===== src/uart_defs.svh =====
`ifndef UART_DEFS_SVH
`define UART_DEFS_SVH

//////////////////////////////
// Serial timing
//////////////////////////////

// Clocks per serial bit, 434 for 115200 baud at 50 MHz
`define UART_CLKS_PER_BIT 16

// Mid-bit sample offset
`define UART_SAMPLE_POINT (`UART_CLKS_PER_BIT / 2)

// Idle gap between address and data frames of a write
`define UART_TURNAROUND 100

// Wait for a reply start bit, 40 bit periods
`define UART_REPLY_TIMEOUT (40 * `UART_CLKS_PER_BIT)

`endif


===== src/uart_pkg.sv =====
package uart_pkg;

  //////////////////////////////
  // Command word
  //////////////////////////////

  // Byte view for the serializer, field view for the sequencer
  typedef union packed {
    struct packed {
      logic [7:0] hi;
      logic [7:0] lo;
    } bytes;
    struct packed {
      logic       rw;
      logic [6:0] addr;
      logic [7:0] wdata;
    } fields;
  } uart_cmd_u;

endpackage


===== src/uart_link_if.sv =====
`timescale 1ns/10ps

interface uart_link_if;

  // Transmit side, credit based
  logic       tx_vld;
  logic [7:0] tx_data;
  logic       tx_credit;

  // Receive side, no flow control
  logic       rx_vld;
  logic [7:0] rx_data;
  logic       rx_err;
  logic       rx_busy;

  modport ctrl (
    output tx_vld,
    output tx_data,
    input  tx_credit,
    input  rx_vld,
    input  rx_data,
    input  rx_err,
    input  rx_busy
  );

  modport tx (
    input  tx_vld,
    input  tx_data,
    output tx_credit
  );

  modport rx (
    output rx_vld,
    output rx_data,
    output rx_err,
    output rx_busy
  );

endinterface


===== src/uart_cmd_ctrl.sv =====
`timescale 1ns/10ps
`include "uart_defs.svh"

module uart_cmd_ctrl
  import uart_pkg::*;
(
  input  logic             clk,
  input  logic             rst_n,
  input  uart_cmd_u        cmd_in,
  input  logic             cmd_vld,
  output logic             cmd_rdy,
  output logic             read_vld,
  output logic [7:0]       read_data,
  output logic             read_err,
  uart_link_if.ctrl        link
);

  localparam int TURN_W = $clog2(`UART_TURNAROUND);
  localparam int TO_W   = $clog2(`UART_REPLY_TIMEOUT);
  localparam logic [TURN_W-1:0] TURN_LAST = TURN_W'(`UART_TURNAROUND - 1);
  localparam logic [TO_W-1:0]   TO_LAST   = TO_W'(`UART_REPLY_TIMEOUT - 1);

  localparam logic [2:0] S_IDLE      = 3'd0;
  localparam logic [2:0] S_SEND_ADDR = 3'd1;
  localparam logic [2:0] S_WAIT_CRED = 3'd2;
  localparam logic [2:0] S_TURN      = 3'd3;
  localparam logic [2:0] S_SEND_DATA = 3'd4;
  localparam logic [2:0] S_AWAIT     = 3'd5;
  localparam logic [2:0] S_DELIVER   = 3'd6;

  logic [2:0]        state;
  logic [1:0]        credits;
  logic              data_phase;
  logic [TURN_W-1:0] turn_cnt;
  logic [TO_W-1:0]   to_cnt;
  uart_cmd_u         cmd_q;
  logic              send;
  logic              timeout;

  assign cmd_rdy  = (state == S_IDLE);
  assign read_vld = (state == S_DELIVER);

  // Only send while a credit is held
  assign send = ((state == S_SEND_ADDR) || (state == S_SEND_DATA)) && (credits != 2'd0);
  assign link.tx_vld  = send;
  assign link.tx_data = (state == S_SEND_DATA) ? cmd_q.bytes.lo : cmd_q.bytes.hi;

  // Counter pauses once a start bit is seen
  assign timeout = (state == S_AWAIT) && !link.rx_vld && !link.rx_busy && (to_cnt == TO_LAST);

  //////////////////////////////
  // Sequencer
  //////////////////////////////

  always_ff @(posedge clk or negedge rst_n)
  begin
    if (!rst_n)
    begin
      state      <= S_IDLE;
      credits    <= 2'd1;
      data_phase <= 1'b0;
      turn_cnt   <= '0;
      to_cnt     <= '0;
    end
    else
    begin
      credits <= credits + {1'b0, link.tx_credit} - {1'b0, send};
      case (state)
        S_IDLE:
          if (cmd_vld)
          begin
            state      <= S_SEND_ADDR;
            data_phase <= 1'b0;
          end
        S_SEND_ADDR:
          if (send)
            state <= S_WAIT_CRED;
        S_WAIT_CRED:
          if (link.tx_credit)
          begin
            if (!cmd_q.fields.rw)
            begin
              state  <= S_AWAIT;
              to_cnt <= '0;
            end
            else if (data_phase)
              state <= S_IDLE;
            else
            begin
              state    <= S_TURN;
              turn_cnt <= '0;
            end
          end
        S_TURN:
          if (turn_cnt == TURN_LAST)
            state <= S_SEND_DATA;
          else
            turn_cnt <= turn_cnt + 1'b1;
        S_SEND_DATA:
          if (send)
          begin
            state      <= S_WAIT_CRED;
            data_phase <= 1'b1;
          end
        S_AWAIT:
          if (link.rx_vld || timeout)
            state <= S_DELIVER;
          else if (!link.rx_busy)
            to_cnt <= to_cnt + 1'b1;
        S_DELIVER:
          state <= S_IDLE;
        default:
          state <= S_IDLE;
      endcase
    end
  end

  // Stored command and reply, frames outside S_AWAIT are dropped
  always_ff @(posedge clk)
  begin
    if (cmd_vld && cmd_rdy)
      cmd_q <= cmd_in;
    if (state == S_AWAIT && link.rx_vld)
    begin
      read_data <= link.rx_data;
      read_err  <= link.rx_err;
    end
    else if (timeout)
    begin
      read_data <= 8'h00;
      read_err  <= 1'b1;
    end
  end

endmodule


===== src/uart_cmd_top.sv =====
`timescale 1ns/10ps

module uart_cmd_top (
  input  logic        clk,
  input  logic        rst_n,
  input  logic [15:0] cmd_in,
  input  logic        cmd_vld,
  output logic        cmd_rdy,
  input  logic        rx,
  output logic        tx,
  output logic        read_vld,
  output logic [7:0]  read_data,
  output logic        read_err
);

  uart_link_if link ();

  // Command sequencer
  uart_cmd_ctrl u_ctrl (
    .clk       (clk),
    .rst_n     (rst_n),
    .cmd_in    (cmd_in),
    .cmd_vld   (cmd_vld),
    .cmd_rdy   (cmd_rdy),
    .read_vld  (read_vld),
    .read_data (read_data),
    .read_err  (read_err),
    .link      (link.ctrl)
  );

  // Serial framers
  uart_tx_frame u_tx (
    .clk   (clk),
    .rst_n (rst_n),
    .link  (link.tx),
    .tx    (tx)
  );

  uart_rx_frame u_rx (
    .clk   (clk),
    .rst_n (rst_n),
    .rx    (rx),
    .link  (link.rx)
  );

endmodule


===== src/uart_rx_frame.sv =====
`timescale 1ns/10ps
`include "uart_defs.svh"

module uart_rx_frame (
  input  logic    clk,
  input  logic    rst_n,
  input  logic    rx,
  uart_link_if.rx link
);

  localparam int CNT_W = $clog2(`UART_CLKS_PER_BIT);
  localparam logic [CNT_W-1:0] BIT_LAST  = CNT_W'(`UART_CLKS_PER_BIT - 1);
  // Edge is seen one cycle into the start bit
  localparam logic [CNT_W-1:0] START_CHK = CNT_W'(`UART_SAMPLE_POINT - 1);

  localparam logic [2:0] ST_IDLE  = 3'd0;
  localparam logic [2:0] ST_START = 3'd1;
  localparam logic [2:0] ST_DATA  = 3'd2;
  localparam logic [2:0] ST_PAR   = 3'd3;
  localparam logic [2:0] ST_STOP  = 3'd4;

  logic [1:0]       sync_q;
  logic             rx_s;
  logic             rx_prev;
  logic             fall;
  logic [2:0]       state;
  logic [CNT_W-1:0] cnt;
  logic [2:0]       data_idx;
  logic [7:0]       shreg;
  logic             par_q;
  logic             sample;

  assign rx_s   = sync_q[1];
  assign fall   = rx_prev && !rx_s;
  assign sample = (cnt == BIT_LAST);

  assign link.rx_busy = (state != ST_IDLE);

  //////////////////////////////
  // Sync and frame FSM
  //////////////////////////////

  always_ff @(posedge clk or negedge rst_n)
  begin
    if (!rst_n)
    begin
      sync_q      <= 2'b11;
      rx_prev     <= 1'b1;
      state       <= ST_IDLE;
      cnt         <= '0;
      data_idx    <= '0;
      link.rx_vld <= 1'b0;
    end
    else
    begin
      sync_q      <= {sync_q[0], rx};
      rx_prev     <= rx_s;
      link.rx_vld <= 1'b0;
      case (state)
        ST_IDLE:
          if (fall)
          begin
            state <= ST_START;
            cnt   <= '0;
          end
        ST_START:
          if (cnt == START_CHK)
          begin
            cnt      <= '0;
            data_idx <= '0;
            // Glitch, line already back high
            state    <= rx_s ? ST_IDLE : ST_DATA;
          end
          else
            cnt <= cnt + 1'b1;
        ST_DATA:
          if (sample)
          begin
            cnt      <= '0;
            data_idx <= data_idx + 3'd1;
            if (data_idx == 3'd7)
              state <= ST_PAR;
          end
          else
            cnt <= cnt + 1'b1;
        ST_PAR:
          if (sample)
          begin
            cnt   <= '0;
            state <= ST_STOP;
          end
          else
            cnt <= cnt + 1'b1;
        ST_STOP:
          if (sample)
          begin
            cnt         <= '0;
            state       <= ST_IDLE;
            link.rx_vld <= 1'b1;
          end
          else
            cnt <= cnt + 1'b1;
        default:
          state <= ST_IDLE;
      endcase
    end
  end

  // Received bits and result
  always_ff @(posedge clk)
  begin
    if (state == ST_DATA && sample)
      shreg <= {rx_s, shreg[7:1]};
    if (state == ST_PAR && sample)
      par_q <= rx_s;
    if (state == ST_STOP && sample)
    begin
      link.rx_data <= shreg;
      link.rx_err  <= (par_q != ~^shreg) || !rx_s;
    end
  end

endmodule


===== src/uart_tx_frame.sv =====
`timescale 1ns/10ps
`include "uart_defs.svh"

module uart_tx_frame (
  input  logic    clk,
  input  logic    rst_n,
  uart_link_if.tx link,
  output logic    tx
);

  localparam int CNT_W = $clog2(`UART_CLKS_PER_BIT);
  localparam logic [CNT_W-1:0] BIT_LAST = CNT_W'(`UART_CLKS_PER_BIT - 1);

  // Bit index of the frame: 0 start, 1..8 data, 9 parity, 10 stop
  localparam logic [3:0] IDX_PAR  = 4'd9;
  localparam logic [3:0] IDX_STOP = 4'd10;

  logic             busy;
  logic [CNT_W-1:0] bit_cnt;
  logic [3:0]       bit_idx;
  logic [7:0]       hold_q;
  logic             par_q;
  logic             bit_end;
  logic [3:0]       next_idx;

  assign bit_end  = busy && (bit_cnt == BIT_LAST);
  assign next_idx = bit_idx + 4'd1;

  // Credit goes back in the last cycle of the stop bit
  assign link.tx_credit = bit_end && (bit_idx == IDX_STOP);

  //////////////////////////////
  // Bit timing and line
  //////////////////////////////

  always_ff @(posedge clk or negedge rst_n)
  begin
    if (!rst_n)
    begin
      busy    <= 1'b0;
      bit_cnt <= '0;
      bit_idx <= '0;
      tx      <= 1'b1;
    end
    else if (!busy)
    begin
      if (link.tx_vld)
      begin
        busy    <= 1'b1;
        bit_cnt <= '0;
        bit_idx <= '0;
        tx      <= 1'b0;
      end
    end
    else if (bit_end)
    begin
      bit_cnt <= '0;
      if (bit_idx == IDX_STOP)
      begin
        busy <= 1'b0;
        tx   <= 1'b1;
      end
      else
      begin
        bit_idx <= next_idx;
        if (next_idx < IDX_PAR)
          tx <= hold_q[0];
        else if (next_idx == IDX_PAR)
          tx <= par_q;
        else
          tx <= 1'b1;
      end
    end
    else
      bit_cnt <= bit_cnt + 1'b1;
  end

  // Holding slot, shifted out LSB first
  always_ff @(posedge clk)
  begin
    if (!busy && link.tx_vld)
    begin
      hold_q <= link.tx_data;
      par_q  <= ~^link.tx_data;
    end
    else if (bit_end && next_idx < IDX_PAR)
      hold_q <= {1'b0, hold_q[7:1]};
  end

endmodule

===== config.mk =====
export PLATFORM = sky130hd
export DESIGN_NAME = uart_cmd_top
export DESIGN_NICKNAME = d
export VERILOG_FILES = /design/src/uart_pkg.sv /design/src/uart_link_if.sv /design/src/uart_cmd_ctrl.sv /design/src/uart_cmd_top.sv /design/src/uart_rx_frame.sv /design/src/uart_tx_frame.sv
export VERILOG_INCLUDE_DIRS = /design/src
export SDC_FILE = /design/constraint.sdc
export NUM_CORES = 1
export LEC_CHECK = 0
export BUFFER_PORTS_ARGS = -buffer_cell sky130_fd_sc_hd__buf_2
export CAP_MARGIN = 15
export CORE_ASPECT_RATIO = 1.75
export CORE_MARGIN = 3
export CORE_UTILIZATION = 25
export DETAILED_ROUTE_END_ITERATION = 12
export SYNTH_ARGS = -nofsm -noshare
export SYNTH_HDL_FRONTEND = slang
export SYNTH_SLANG_ARGS = --single-unit

===== constraint.sdc =====
create_clock -name clk -period 2.4 [get_ports clk]
set_clock_uncertainty 0.1 [all_clocks]
set_input_delay 0 -clock clk [delete_from_list [all_inputs] [get_ports clk]]
set_output_delay 0 -clock clk [all_outputs]
set_load 0.02 [all_outputs]

======== Yosys cells after proc, flatten, opt, wreduce, memory -nomap -nowiden ========
Index checks and enable logic that the tools add are counted.
word-level totals
  register bits after elaboration ......... 99
  input bits .............................. 20
  word-level logic and storage cells ...... 179
operators by class
  magnitude comparators ................... 1
  reductions and logical operators ........ 46
  equality and inequality tests ........... 39
  add/subtract/negate cells ............... 8
  multiplexer cells ....................... 61
operators by type and width
  operator                 count
  $mux W3                  14
  $mux W10                 4
  $mux W8                  5
  $mux W4                  9
  $pmux W3 S5              2
  $mux W7                  4
  $ne A2 B1 Y1 const B     12
  $pmux W10 S2             1
  $eq A4 B4 Y1 const B     4
  $mux W1                  16
  $ne A2 B2 Y1 const B     8
  $reduce_bool A2 Y1       8
  $reduce_xnor A8 Y1       2
  $eq A3 B3 Y1 const B     5
  $reduce_and A5 Y1        3
  $logic_and A1 B1 Y1      14
  $pmux W7 S2              1
  $add A4 B1 Y4 const B    3
  $eq A3 B2 Y1 const B     4
  $pmux W4 S3              1
  $add A10 B1 Y10 const B  1
  $eq A10 B10 Y1 const B   1
  $reduce_and A3 Y1        3
  $add A7 B1 Y7 const B    1
  19 further kinds         29

======== Logic depth before layout (Yosys ltp) ========
Gate-level depths: netlist of the first run.
  depth after elaboration ................. 7
  depth in mapped cells ................... 9
  gate-level depth less buffers ........... 9

======== Hierarchy ========
Synthesis of the first run repeated with hierarchy kept, for this count alone.
unflattened totals
  cell total of the unflattened synthesis .. 387
  area, all modules ....................... 4682.0 um^2
by module, submodules not included
  module         area each (um^2)  instances  cells each  seq. area each (um^2)
  uart_cmd_ctrl  2309.7            1          190         1327.5
  uart_rx_frame  1322.5            1          92          894.6
  uart_tx_frame  1049.8            1          105         521.8

======== Worst setup path before layout of the first run ========
OpenSTA, ideal clock, no wires.
  kind .................................... reg2reg
  from .................................... register u_ctrl.state[0]
  to ...................................... register u_ctrl.cmd_q[0] (netlist bit) (enable)
  period minus slack after synthesis ...... 2.195 ns
  path slack .............................. 0.205 ns
  arrival time ............................ 1.730 ns
  cell stages (with the launch flop) ...... 5
  path buffers ............................ 1
  cells stage by stage .................... dfrtp_1 > buf_2 > nor3_1 > nand2_1 > inv_1
on the way
  longest elaborated chain between the ends .. 2
ends and longest elaborated chain
  what                    line                  text
  start, declared         uart_cmd_ctrl.sv:31   logic [2:0] state;
  start signal, assigned  uart_cmd_ctrl.sv:59   state <= S_IDLE;
  start signal, assigned  uart_cmd_ctrl.sv:72   state <= S_SEND_ADDR;
  start signal, assigned  uart_cmd_ctrl.sv:77   state <= S_WAIT_CRED;
  $logic_not A3 Y1        uart_cmd_ctrl.sv:40   assign cmd_rdy = (state == S_IDLE);
  named net cmd_rdy       uart_cmd_top.sv:8     output logic cmd_rdy,
  $logic_and A1 B1 Y1     uart_cmd_ctrl.sv:121  if (cmd_vld && cmd_rdy)
  end signal, assigned    uart_cmd_ctrl.sv:122  cmd_q <= cmd_in;
  end, declared           uart_cmd_ctrl.sv:36   uart_cmd_u cmd_q;
The timed path passes the listed nets, and every way through them passes these cells.
A chain may end at the register's enable or synchronous reset.

======== Worst setup path after layout of the first run ========
  from .................................... register u_tx.bit_cnt[0]
  to ...................................... register u_ctrl.credits[1]
on the way
  longest elaborated chain between the ends .. 5
ends and longest elaborated chain
  what                    line                 text
  start, declared         uart_tx_frame.sv:19  logic [CNT_W-1:0] bit_cnt;
  start signal, assigned  uart_tx_frame.sv:75  bit_cnt <= bit_cnt + 1'b1;
  $eq A4 B4 Y1            uart_tx_frame.sv:26  assign bit_end = busy && (bit_cnt == BIT_LAST);
  $logic_and A1 B1 Y1     uart_tx_frame.sv:26
  $logic_and A1 B1 Y1     uart_tx_frame.sv:30  assign link.tx_credit = bit_end && (bit_idx == IDX_STOP);
  $add A2 B1 Y2           uart_cmd_ctrl.sv:67  credits <= credits + {1'b0, link.tx_credit} - {1'b0, send};
  $sub A2 B1 Y2           uart_cmd_ctrl.sv:67
  end signal, assigned    uart_cmd_ctrl.sv:67
  end, declared           uart_cmd_ctrl.sv:32  logic [1:0] credits;
Every way passes these cells.

==> report_table.html, run 1 <==
<table>
<tr><th>Metric</th><th>Value</th></tr>
<tr><th colspan="2">Drt</th></tr>
<tr><td>Final routed DRC violation total</td><td>0</td></tr>
<tr><td>Via Count</td><td>3466</td></tr>
<tr><td>Wire length per cell</td><td>approximately 14 µm</td></tr>
<tr><td>Number of DRC markers in iteration 0</td><td>161</td></tr>
<tr><td>Total wire length</td><td>approximately 10000 µm</td></tr>
<tr><td>Number of search-and-repair iterations in the first detailed-routing pass</td><td>4</td></tr>
<tr><td>Routed Antenna Nets</td><td>0</td></tr>
<tr><td>Drt via density</td><td>about 4.7</td></tr>
<tr><th colspan="2">Clock tree</th></tr>
<tr><td>Level count of the clock H-tree</td><td>3</td></tr>
<tr><td>CTS Sinks</td><td>between 90 and 100</td></tr>
<tr><td>Maximum buffer depth of the clock tree</td><td>2</td></tr>
<tr><td>Clock network latency to the later pin of the worst-skew pair</td><td>~340 ps</td></tr>
<tr><td>CTS tree</td><td>built</td></tr>
<tr><td>Clock-pin slew on the worst setup and hold paths</td><td>70 ps</td></tr>
<tr><td>CTS Buf Count</td><td>9</td></tr>
<tr><td>Cell chosen for the clock root</td><td>clkbuf_16</td></tr>
<tr><th colspan="2">Final layout</th></tr>
<tr><td>End-of-flow core utilization</td><td>31.2%</td></tr>
<tr><td>Total number of nets in the final design</td><td>approximately 520</td></tr>
<tr><td>Most frequent standard cell in the layout excluding fill and tap cells</td><td>edfxtp_1</td></tr>
<tr><td>Most frequent cells in the layout</td><td>52 x edfxtp_1, 42 x dfrtp_1, 38 x nand2_1</td></tr>
<tr><td>Share of layout cells above drive strength 1</td><td>between 10% and 20%</td></tr>
<tr><td>Antenna Cells</td><td>0</td></tr>
<tr><td>Area added between synthesis and finish</td><td>20.7%</td></tr>
<tr><th colspan="2">Worst setup path</th></tr>
<tr><td>Critical path endpoint category</td><td>flip-flop</td></tr>
<tr><td>Required time of the worst setup path</td><td>roughly 2600 ps</td></tr>
<tr><td>Critical-path maximum fanout</td><td>6</td></tr>
<tr><td>Setup Crit Path Kind</td><td>flip-flop to flip-flop</td></tr>
<tr><td>Arr. time, crit path</td><td>around 2400 ps</td></tr>
<tr><td>Critical R2R Launch</td><td>u_tx.bit_cnt[0]</td></tr>
<tr><td>Worst setup startpoint</td><td>u_tx.bit_cnt[0]</td></tr>
<tr><td>CP Launch Type</td><td>flip-flop</td></tr>
<tr><th colspan="2">Floorplanning</th></tr>
<tr><td>Die outline width</td><td>around 110 µm</td></tr>
<tr><td>Die ar.</td><td>roughly 21000 µm²</td></tr>
<tr><td>Number of rows in the core area</td><td>66</td></tr>
<tr><td>Initial Util</td><td>25.9%</td></tr>
<tr><td>Count of pins on the block boundary</td><td>32</td></tr>
<tr><td>Std-Cell Core Area</td><td>approximately 19000 µm²</td></tr>
<tr><td>Height of the chip</td><td>approximately 190 µm</td></tr>
<tr><th colspan="2">Power</th></tr>
<tr><td>Leakage dissipation</td><td>~2.2 nW</td></tr>
<tr><td>Portion of total power attributed to sequential cells</td><td>between 50% and 60%</td></tr>
<tr><td>Switching share of power</td><td>between 20% and 30%</td></tr>
<tr><td>Fraction of power consumed by combinational cells</td><td>between 10% and 20%</td></tr>
<tr><td>Net switching component of the power</td><td>just over 900 µW</td></tr>
<tr><td>Internal Power</td><td>between 2 and 3 mW</td></tr>
<tr><td>Worst supply voltage drop on vdd</td><td>~0.28 mV</td></tr>
<tr><td>Clock power frac</td><td>between 30% and 40%</td></tr>
<tr><td>Total power per unit cell area</td><td>~640 nW/µm²</td></tr>
<tr><th colspan="2">Logic synthesis</th></tr>
<tr><td>Synthesis-stage register bit count</td><td>99</td></tr>
<tr><td>Count of warnings emitted by yosys</td><td>0</td></tr>
<tr><td>Area of the mapped netlist</td><td>about 4900 µm²</td></tr>
<tr><td>Count of distinct cell types in the synthesized netlist</td><td>64</td></tr>
<tr><td>XOR/XNOR Fraction of Synth Area</td><td>about 5.7%</td></tr>
<tr><td>Compound-Gate Fraction of Synth Area</td><td>a little over an eighth</td></tr>
<tr><td>Cell types occupying the most area after synthesis</td><td>edfxtp_1 32%, dfrtp_1 22%, xnor2_1 4.1%</td></tr>
<tr><td>Count of flip-flops with a built-in enable after synthesis</td><td>52</td></tr>
<tr><td>Cell count after synthesis</td><td>approximately 430</td></tr>
<tr><td>Proportion of register bits with asynchronous set or reset after synthesis</td><td>47.5%</td></tr>
<tr><td>Avg Synthesized Cell Area</td><td>11.4 µm²</td></tr>
<tr><td>Primary flip-flop cell chosen by synthesis mapping</td><td>edfxtp_1</td></tr>
<tr><td>Yosys top cell by area</td><td>edfxtp_1</td></tr>
<tr><td>Fraction of the yosys area taken by sequential cells</td><td>56.3%</td></tr>
<tr><td>Synthesized-area fraction occupied by and/or/nand/nor cells</td><td>approximately 17%</td></tr>
<tr><td>Adder-cell share of the synthesized area</td><td>2.82%</td></tr>
<tr><td>Multiplexer area fraction after synthesis</td><td>under 10%</td></tr>
<tr><td>Share of the synthesized area in the top cell type</td><td>between 30% and 40%</td></tr>
<tr><td>Dominant combinational cell family by area after synthesis</td><td>simple AND/OR/NAND/NOR gates</td></tr>
<tr><td>Synthesized Nets</td><td>around 460</td></tr>
<tr><th colspan="2">Timing</th></tr>
<tr><td>Crit share post-route</td><td>between 90 and 100%</td></tr>
<tr><td>Setup Viol. Count Final</td><td>0</td></tr>
<tr><td>Fmax</td><td>0.456 GHz</td></tr>
<tr><td>Fin. max-slew vios</td><td>0</td></tr>
<tr><td>RSZ-0062 raised after global routing</td><td>false</td></tr>
<tr><td>Sum of negative setup slack</td><td>0 ps</td></tr>
<tr><td>Final critical delay including setup and external delays</td><td>about 2200 ps</td></tr>
<tr><td>Slew @ Worst Pin</td><td>around 610 ps</td></tr>
<tr><td>Worst slew slack as a fraction of its limit</td><td>between 50% and 60%</td></tr>
<tr><td>Endpoints failing hold</td><td>0</td></tr>
<tr><th colspan="2">GRT</th></tr>
<tr><td>Overall global routing resource usage</td><td>9.85%</td></tr>
<tr><td>Pin count of the biggest net entering global routing</td><td>48</td></tr>
<tr><td>Via count of the first global-routing pass</td><td>3562</td></tr>
<tr><td>Global-route wire length before repair</td><td>roughly 17000 µm</td></tr>
<tr><td>Sum of overflow across all layers after global routing</td><td>0</td></tr>
<tr><td>Number of antenna violations at the first check in global routing</td><td>0</td></tr>
<tr><th colspan="2">Min path</th></tr>
<tr><td>Worst Hold Class</td><td>input port to async pin</td></tr>
<tr><th colspan="2">Placement</th></tr>
<tr><td>Detailed-placement wirelength estimate</td><td>approximately 7500 µm</td></tr>
<tr><td>Final weighted congestion in routability-driven placement</td><td>~0.86</td></tr>
<tr><td>Count of input and output buffers</td><td>31</td></tr>
<tr><th colspan="2">Status</th></tr>
<tr><td>Run status</td><td>complete, no violations</td></tr>
<tr><th colspan="2">Flow run</th></tr>
<tr><td>Max-capacitance violation count</td><td>0</td></tr>
</table>
[layer usage]
metal  GRT usage (%)  up-vias  routed length [µm]
met1            9.72     1713                3780
li1                -     1702                   -
met4            5.25        0                 257
met3            1.52       14                 177
met5               0        -                   0
met2            19.3       37                5890
[sequential cells by signal, summed over array words and instances (netlist names), 2 cells and up]
| name | count |
|---|---|
| u_ctrl.cmd_q | 16 |
| u_ctrl.credits | 2 |
| u_ctrl.read_data | 8 |
| u_ctrl.state | 3 |
| u_ctrl.to_cnt | 10 |
| u_ctrl.turn_cnt | 7 |
| u_rx.cnt | 4 |
| u_rx.data_idx | 3 |
| u_rx.link.rx_data | 8 |
| u_rx.shreg | 8 |
| u_rx.state | 3 |
| u_rx.sync_q | 2 |
| u_tx.bit_cnt | 4 |
| u_tx.bit_idx | 4 |
| u_tx.hold_q | 8 |
[power by group through the flow]
stage | Sequential [mW] | Clock (mW) | Combinational [mW]
after floorplan | 1.92 | 0 | 0.326
after global placement | 1.93 | 0 | 0.434
after detailed placement | 1.93 | 0 | 0.449
after CTS | 1.90 | 1.47 | 0.475
after global routing | 1.91 | 1.53 | 0.546
final | 1.90 | 1.42 | 0.472
[final timing paths]
path / endpoint / slack, ps / depth (start not counted)
setup reg to reg: u_ctrl.credits[1] / 210 / 8
hold / removal: u_rx.data_idx[1] / 190 / 3
max in group asynchronous: u_tx.bit_idx[3] / 1590 / 3
setup / recovery: u_ctrl.credits[1] / 210 / 8
min in group clk: u_rx.sync_q[0] / 200 / 2
hold reg to reg: u_rx.sync_q[1] / 260 / 0
[cells in the mapped netlist (11+ instances only)]
master,count
and3_1,13
xnor2_1,23
nor2_1,28
clkbuf_1,12
edfxtp_1,52
a21oi_1,21
dfrtp_1,42
mux2i_1,12
nand3_1,13
inv_1,17
ha_1,11
nand2_1,38
[layout make-up]
| class | instances | area [µm²] |
|---|---|---|
| clock inverter | 3 | 17.5 |
| multi-input combinational | 292 | 1980 |
| timing repair buffer | 69 | 488 |
| clock buffer | 13 | 283 |
| sequential | 99 | 2740 |
| fill | 1899 | 12900 |
| inverter | 19 | 71.3 |
| tap | 238 | 298 |
[metrics by stage]
| stage | power [mW] | hold slack (ps) | cells | area [µm²] | worst slack, ps |
|---|---|---|---|---|---|
| 6_report | 3.79 | 191 | 733 | 5880 | 207 |
| 5_1_grt | 3.99 | 207 | 733 | 5880 | 24.7 |
| 4_1_cts | 3.84 | 186 | 733 | 5880 | 215 |
| 3_5_place_dp | 2.38 | 12.0 | 698 | 5390 | 249 |
| 3_3_place_gp | 2.36 | 8.97 | 698 | 5390 | 317 |
| 2_1_floorplan | 2.24 | -396 | 428 | 4870 | 205 |
[cells by family after synthesis]
kind of cell               after synthesis
buffers and inverters                   37
and+or+nand+nor                        147
xor gates and xnor gates                30
adders and majority gates               11
DFF                                     99
muxes                                   12
AOI/OAI and AO/OA                       92
[critical path, cell delays in order (launching register included)]
cell and delay (ps):
dfrtp_1 410, ha_1 270, and4_1 340, nand2_1 150, ha_1 300, inv_1 40, ha_1 180, xnor2_1 180
xnor2_1 140
[what timing repair did]
| action | in CTS | in global routing |
|---|---|---|
| hold buffers | 19 | 0 |
| buffers inserted | 0 | 0 |
| endpoints found under the hold margin | 61 | 0 |
| gates resized for setup | 0 | 0 |
No activity file was read; power rests on OpenSTA's default activity.
==> run 2, diff against run 1 <==
Settings changed: SYNTH_HIERARCHICAL set to 1.
==> report_table.html, run 2 <==
<table>
<tr><th>Metric</th><th>Value</th></tr>
<tr><th colspan="2">Timing</th></tr>
<tr><td>Crit share post-route</td><td>92.5% (was 91.4%)</td></tr>
<tr><td>Fmax</td><td>0.451 GHz (was 0.456 GHz)</td></tr>
<tr><td>Slew @ Worst Pin</td><td>441 ps (was 615 ps)</td></tr>
<tr><td>Worst slew slack as a fraction of its limit</td><td>70.5% (was 59.0%)</td></tr>
<tr><td>Fin. max-slew vios</td><td>0 (unchanged)</td></tr>
<tr><td>Endpoints failing hold</td><td>0 (unchanged)</td></tr>
<tr><td>RSZ-0062 raised after global routing</td><td>false (unchanged)</td></tr>
<tr><td>Setup Viol. Count Final</td><td>0 (unchanged)</td></tr>
<tr><td>Sum of negative setup slack</td><td>0 ps (unchanged)</td></tr>
<tr><td>Final critical delay including setup and external delays</td><td>2220 ps (was 2190 ps)</td></tr>
<tr><th colspan="2">Floorplanning</th></tr>
<tr><td>Std-Cell Core Area</td><td>18200 µm² (was 18800 µm²)</td></tr>
<tr><td>Die ar.</td><td>20500 µm² (was 21300 µm²)</td></tr>
<tr><td>Number of rows in the core area</td><td>65 (was 66)</td></tr>
<tr><td>Count of pins on the block boundary</td><td>32 (unchanged)</td></tr>
<tr><td>Initial Util</td><td>25.7% (was 25.9%)</td></tr>
<tr><td>Height of the chip</td><td>187 µm (was 191 µm)</td></tr>
<tr><td>Die outline width</td><td>109 µm (was 112 µm)</td></tr>
<tr><th colspan="2">GRT</th></tr>
<tr><td>Number of antenna violations at the first check in global routing</td><td>0 (unchanged)</td></tr>
<tr><td>Via count of the first global-routing pass</td><td>3328 (was 3562)</td></tr>
<tr><td>Sum of overflow across all layers after global routing</td><td>0 (unchanged)</td></tr>
<tr><td>Global-route wire length before repair</td><td>15700 µm (was 16900 µm)</td></tr>
<tr><td>Overall global routing resource usage</td><td>9.63% (was 9.85%)</td></tr>
<tr><td>Pin count of the biggest net entering global routing</td><td>33 (was 48)</td></tr>
<tr><th colspan="2">Clock tree</th></tr>
<tr><td>Setup bufs post-CTS</td><td>0 (unchanged)</td></tr>
<tr><td>Clock-pin slew on the worst setup and hold paths</td><td>70 ps (about the same)</td></tr>
<tr><td>Clock network latency to the later pin of the worst-skew pair</td><td>340 ps (about the same)</td></tr>
<tr><td>Level count of the clock H-tree</td><td>3 (unchanged)</td></tr>
<tr><td>Cell chosen for the clock root</td><td>clkbuf_16 (unchanged)</td></tr>
<tr><td>CTS tree</td><td>built (unchanged)</td></tr>
<tr><td>CTS Buf Count</td><td>9 (unchanged)</td></tr>
<tr><td>CTS Sinks</td><td>99 (unchanged)</td></tr>
<tr><td>Maximum buffer depth of the clock tree</td><td>2 (unchanged)</td></tr>
<tr><th colspan="2">Placement</th></tr>
<tr><td>Final weighted congestion in routability-driven placement</td><td>0.787 (was 0.862)</td></tr>
<tr><td>Cell Area, Placed</td><td>5200 µm² (was 5390 µm²)</td></tr>
<tr><td>Count of input and output buffers</td><td>31 (unchanged)</td></tr>
<tr><td>Placed cell count</td><td>659 (was 698)</td></tr>
<tr><td>Detailed-placement wirelength estimate</td><td>7000 µm (was 7500 µm)</td></tr>
<tr><th colspan="2">Worst setup path</th></tr>
<tr><td>Critical R2R Launch</td><td>u_tx/bit_idx[2] (was u_tx.bit_cnt[0])</td></tr>
<tr><td>Critical path's slowest cell</td><td>dfrtp_1 (unchanged)</td></tr>
<tr><td>Cell occurring most often along the worst timing path</td><td>nand2_1 (was ha_1)</td></tr>
<tr><td>Required time of the worst setup path</td><td>2530 ps (was 2560 ps)</td></tr>
<tr><td>Flop-to-flop setup slack</td><td>180 ps (was 210 ps)</td></tr>
<tr><td>Setup Crit Path Kind</td><td>flip-flop to flip-flop (unchanged)</td></tr>
<tr><td>Critical-path maximum fanout</td><td>5 (was 6)</td></tr>
<tr><td>Worst setup startpoint</td><td>u_tx/bit_idx[2] (was u_tx.bit_cnt[0])</td></tr>
<tr><td>Critical Path Max Stage Delay</td><td>390 ps (was 410 ps)</td></tr>
<tr><td>Arr. time, crit path</td><td>2350 ps (was 2360 ps)</td></tr>
<tr><td>Endpoint of the worst-slack reg-to-reg timing path</td><td>u_ctrl/state[0] (was u_ctrl.credits[1])</td></tr>
<tr><td>Critical path endpoint category</td><td>flip-flop (unchanged)</td></tr>
<tr><td>Worst reg2reg path depth</td><td>8 (unchanged)</td></tr>
<tr><td>Cells traversed along the worst timing path</td><td>and2b_2 &gt; nand2_1 &gt; nor2_2 &gt; nand2_1 &gt; and3_1 &gt; a211o_1 &gt; a21o_1 &gt; mux2_4 (was ha_1 &gt; and4_1 &gt; nand2_1 &gt; ha_1 &gt; inv_1 &gt; ha_1 &gt; xnor2_1 &gt; xnor2_1)</td></tr>
<tr><td>CP Launch Type</td><td>flip-flop (unchanged)</td></tr>
<tr><th colspan="2">Drt</th></tr>
<tr><td>Routed Antenna Nets</td><td>0 (unchanged)</td></tr>
<tr><td>Via Count</td><td>3170 (was 3466)</td></tr>
<tr><td>Total wire length</td><td>9560 µm (was 10100 µm)</td></tr>
<tr><td>Number of search-and-repair iterations in the first detailed-routing pass</td><td>4 (unchanged)</td></tr>
<tr><td>Drt via density</td><td>4.57 (was 4.73)</td></tr>
<tr><td>Final routed DRC violation total</td><td>0 (unchanged)</td></tr>
<tr><td>Wire length per cell</td><td>13.8 µm (about the same)</td></tr>
<tr><td>Number of DRC markers in iteration 0</td><td>219 (was 161)</td></tr>
<tr><th colspan="2">Logic synthesis</th></tr>
<tr><td>Area of the mapped netlist</td><td>4680 µm² (was 4870 µm²)</td></tr>
<tr><td>Compound-Gate Fraction of Synth Area</td><td>10.7% (was 13.1%)</td></tr>
<tr><td>Commonest cells in the netlist</td><td>52 x edfxtp_1, 49 x nand2_1, 42 x dfrtp_1, 24 x nor2_1, 18 x o21ai_0 (was 52 x edfxtp_1, 42 x dfrtp_1, 38 x nand2_1, 28 x nor2_1, 23 x xnor2_1)</td></tr>
<tr><td>Count of flip-flops with a built-in enable after synthesis</td><td>52 (unchanged)</td></tr>
<tr><td>Cell count after synthesis</td><td>387 (was 428)</td></tr>
<tr><td>Adder-cell share of the synthesized area</td><td>2.94% (was 2.82%)</td></tr>
<tr><td>Count of warnings emitted by yosys</td><td>6 (was 0)</td></tr>
<tr><td>Multiplexer area fraction after synthesis</td><td>2.89% (was 2.47%)</td></tr>
<tr><td>Synthesized Nets</td><td>418 (was 459)</td></tr>
<tr><td>Most used standard cell by instance count after synthesis</td><td>edfxtp_1 (unchanged)</td></tr>
<tr><td>Share of the synthesized area in the top cell type</td><td>33.4% (was 32.0%)</td></tr>
<tr><td>Synthesized-area fraction occupied by and/or/nand/nor cells</td><td>16.9% (was 16.6%)</td></tr>
<tr><td>Cell types occupying the most area after synthesis</td><td>edfxtp_1 33%, dfrtp_1 22%, nand2_1 3.9% (was edfxtp_1 32%, dfrtp_1 22%, xnor2_1 4.1%)</td></tr>
<tr><td>Proportion of register bits with asynchronous set or reset after synthesis</td><td>47.5% (unchanged)</td></tr>
<tr><td>XOR/XNOR Fraction of Synth Area</td><td>5.16% (was 5.68%)</td></tr>
<tr><td>Count of distinct cell types in the synthesized netlist</td><td>65 (was 64)</td></tr>
<tr><td>Primary flip-flop cell chosen by synthesis mapping</td><td>edfxtp_1 (unchanged)</td></tr>
<tr><td>Avg Synthesized Cell Area</td><td>12.1 µm² (was 11.4 µm²)</td></tr>
<tr><td>Fraction of the yosys area taken by sequential cells</td><td>58.6% (was 56.3%)</td></tr>
<tr><td>Yosys top cell by area</td><td>edfxtp_1 (unchanged)</td></tr>
<tr><td>Synthesis-stage register bit count</td><td>99 (unchanged)</td></tr>
<tr><td>Dominant combinational cell family by area after synthesis</td><td>simple AND/OR/NAND/NOR gates (unchanged)</td></tr>
<tr><th colspan="2">Final layout</th></tr>
<tr><td>Total number of nets in the final design</td><td>486 (was 521)</td></tr>
<tr><td>Antenna Cells</td><td>0 (unchanged)</td></tr>
<tr><td>Layout Cells excl Fill</td><td>694 (was 733)</td></tr>
<tr><td>Flip-flop count of the largest register after layout</td><td>16 (unchanged)</td></tr>
<tr><td>Register name with the most flops</td><td>u_ctrl/cmd_q (was u_ctrl.cmd_q)</td></tr>
<tr><td>Final-layout fill cell count</td><td>1817 (was 1899)</td></tr>
<tr><td>Most frequent cells in the layout</td><td>52 x edfxtp_1, 49 x nand2_1, 42 x dfrtp_1 (was 52 x edfxtp_1, 42 x dfrtp_1, 38 x nand2_1)</td></tr>
<tr><td>Area added between synthesis and finish</td><td>21.7% (was 20.7%)</td></tr>
<tr><td>Most frequent standard cell in the layout excluding fill and tap cells</td><td>edfxtp_1 (unchanged)</td></tr>
<tr><td>Total non-filler cell area in the finished layout</td><td>5700 µm² (was 5880 µm²)</td></tr>
<tr><td>Share of layout cells above drive strength 1</td><td>22.8% (was 16.2%)</td></tr>
<tr><td>Regs by FF count</td><td>u_ctrl/cmd_q x16, u_ctrl/to_cnt x10 (was u_ctrl.cmd_q x16, u_ctrl.to_cnt x10)</td></tr>
<tr><th colspan="2">Status</th></tr>
<tr><td>Run status</td><td>complete, no violations (unchanged)</td></tr>
<tr><th colspan="2">Power</th></tr>
<tr><td>Leakage dissipation</td><td>2.29 nW (was 2.22 nW)</td></tr>
<tr><td>Switching share of power</td><td>25.4% (was 23.9%)</td></tr>
<tr><td>Total power per unit cell area</td><td>650 nW/µm² (was 644 nW/µm²)</td></tr>
<tr><td>Fraction of power consumed by combinational cells</td><td>10.5% (was 12.5%)</td></tr>
<tr><td>Worst supply voltage drop on vdd</td><td>0.353 mV (was 0.276 mV)</td></tr>
<tr><td>Clock power frac</td><td>38.0% (was 37.4%)</td></tr>
<tr><td>Portion of total power attributed to sequential cells</td><td>51.5% (was 50.1%)</td></tr>
<tr><td>Internal Power</td><td>2.76 mW (was 2.88 mW)</td></tr>
<tr><td>Net switching component of the power</td><td>941 µW (was 906 µW)</td></tr>
<tr><th colspan="2">Min path</th></tr>
<tr><td>Worst Hold Class</td><td>input port to async pin (unchanged)</td></tr>
<tr><th colspan="2">Flow run</th></tr>
<tr><td>Max-capacitance violation count</td><td>0 (unchanged)</td></tr>
</table>
## run 2: worst max-delay path by stage
stage | endpoint | cells past startpoint
2_1_floorplan | u_tx/par_q | 6
5_1_grt | u_ctrl/to_cnt[1] | 7
3_3_place_gp | u_ctrl/to_cnt[5] | 8
3_5_place_dp | u_ctrl/to_cnt[4] | 7
6_report | u_ctrl/state[0] | 8
4_1_cts | u_ctrl/to_cnt[4] | 7
## run 2: power by group through the flow
stage | sequential (mW) | clock (mW) | combinational (mW)
2_1_floorplan | 1.92 | 0 | 0.282
3_3_place_gp | 1.94 | 0 | 0.348
5_1_grt | 1.92 | 1.53 | 0.435
4_1_cts | 1.91 | 1.45 | 0.389
3_5_place_dp | 1.94 | 0 | 0.363
6_report | 1.91 | 1.41 | 0.390
## run 2: cell type report
cell class | instances | area (µm²) | share of cell area, %
sequential | 99 | 2740 | 48.2
inverter | 13 | 48.8 | 0.856
tap | 234 | 293 | 5.14
multi-input combinational | 262 | 1820 | 32.0
clock inverter | 7 | 70.1 | 1.23
timing repair buffer | 70 | 495 | 8.70
clock buffer | 9 | 225 | 3.95
## run 2: critical path, delay by kind of cell (launching register included)
family,cells,cell delay (ps)
compound gates,2,440
flops,1,390
simple gates,5,860
mux,1,290
## run 2: per-layer routing
layer / part of all wire [%] / vias up / track usage (%)
met3: 3.5 / 17 / 2.14
li1: - / 1535 / -
met1: 39 / 1554 / 10.1
met2: 55 / 64 / 17.7
met4: 2.6 / 0 / 4.46
met5: 0 / - / 0
## run 2: repair_timing
action	CTS	global route
endpoints found under the hold margin	60	0
hold buffers	19	0
gates resized for setup	0	4
endpoints found under the setup margin	0	10
## run 2: per-stage QoR
step	utilization [%]	hold WS [ps]	worst slack, ps	power [mW]
final	31.3	10.0	181	3.71
after global placement	28.5	-168	158	2.29
after detailed placement	28.5	-161	39.1	2.30
after CTS	31.2	25.4	53.6	3.75
after floorplan	-	-396	155	2.20
after global routing	31.3	42.1	46.6	3.88
## run 2: kinds of logic (layout without fill, tap and decap cells)
kind of cell | after synthesis | count (layout)
adder cells (fa/ha/maj) | 11 | 11
buffers and inverters | 26 | 99
AO/OA/AOI/OAI | 66 | 66
XOR/XNOR | 26 | 26
flip-flops | 99 | 99
AND/OR/NAND/NOR | 147 | 147
multiplexers | 12 | 12
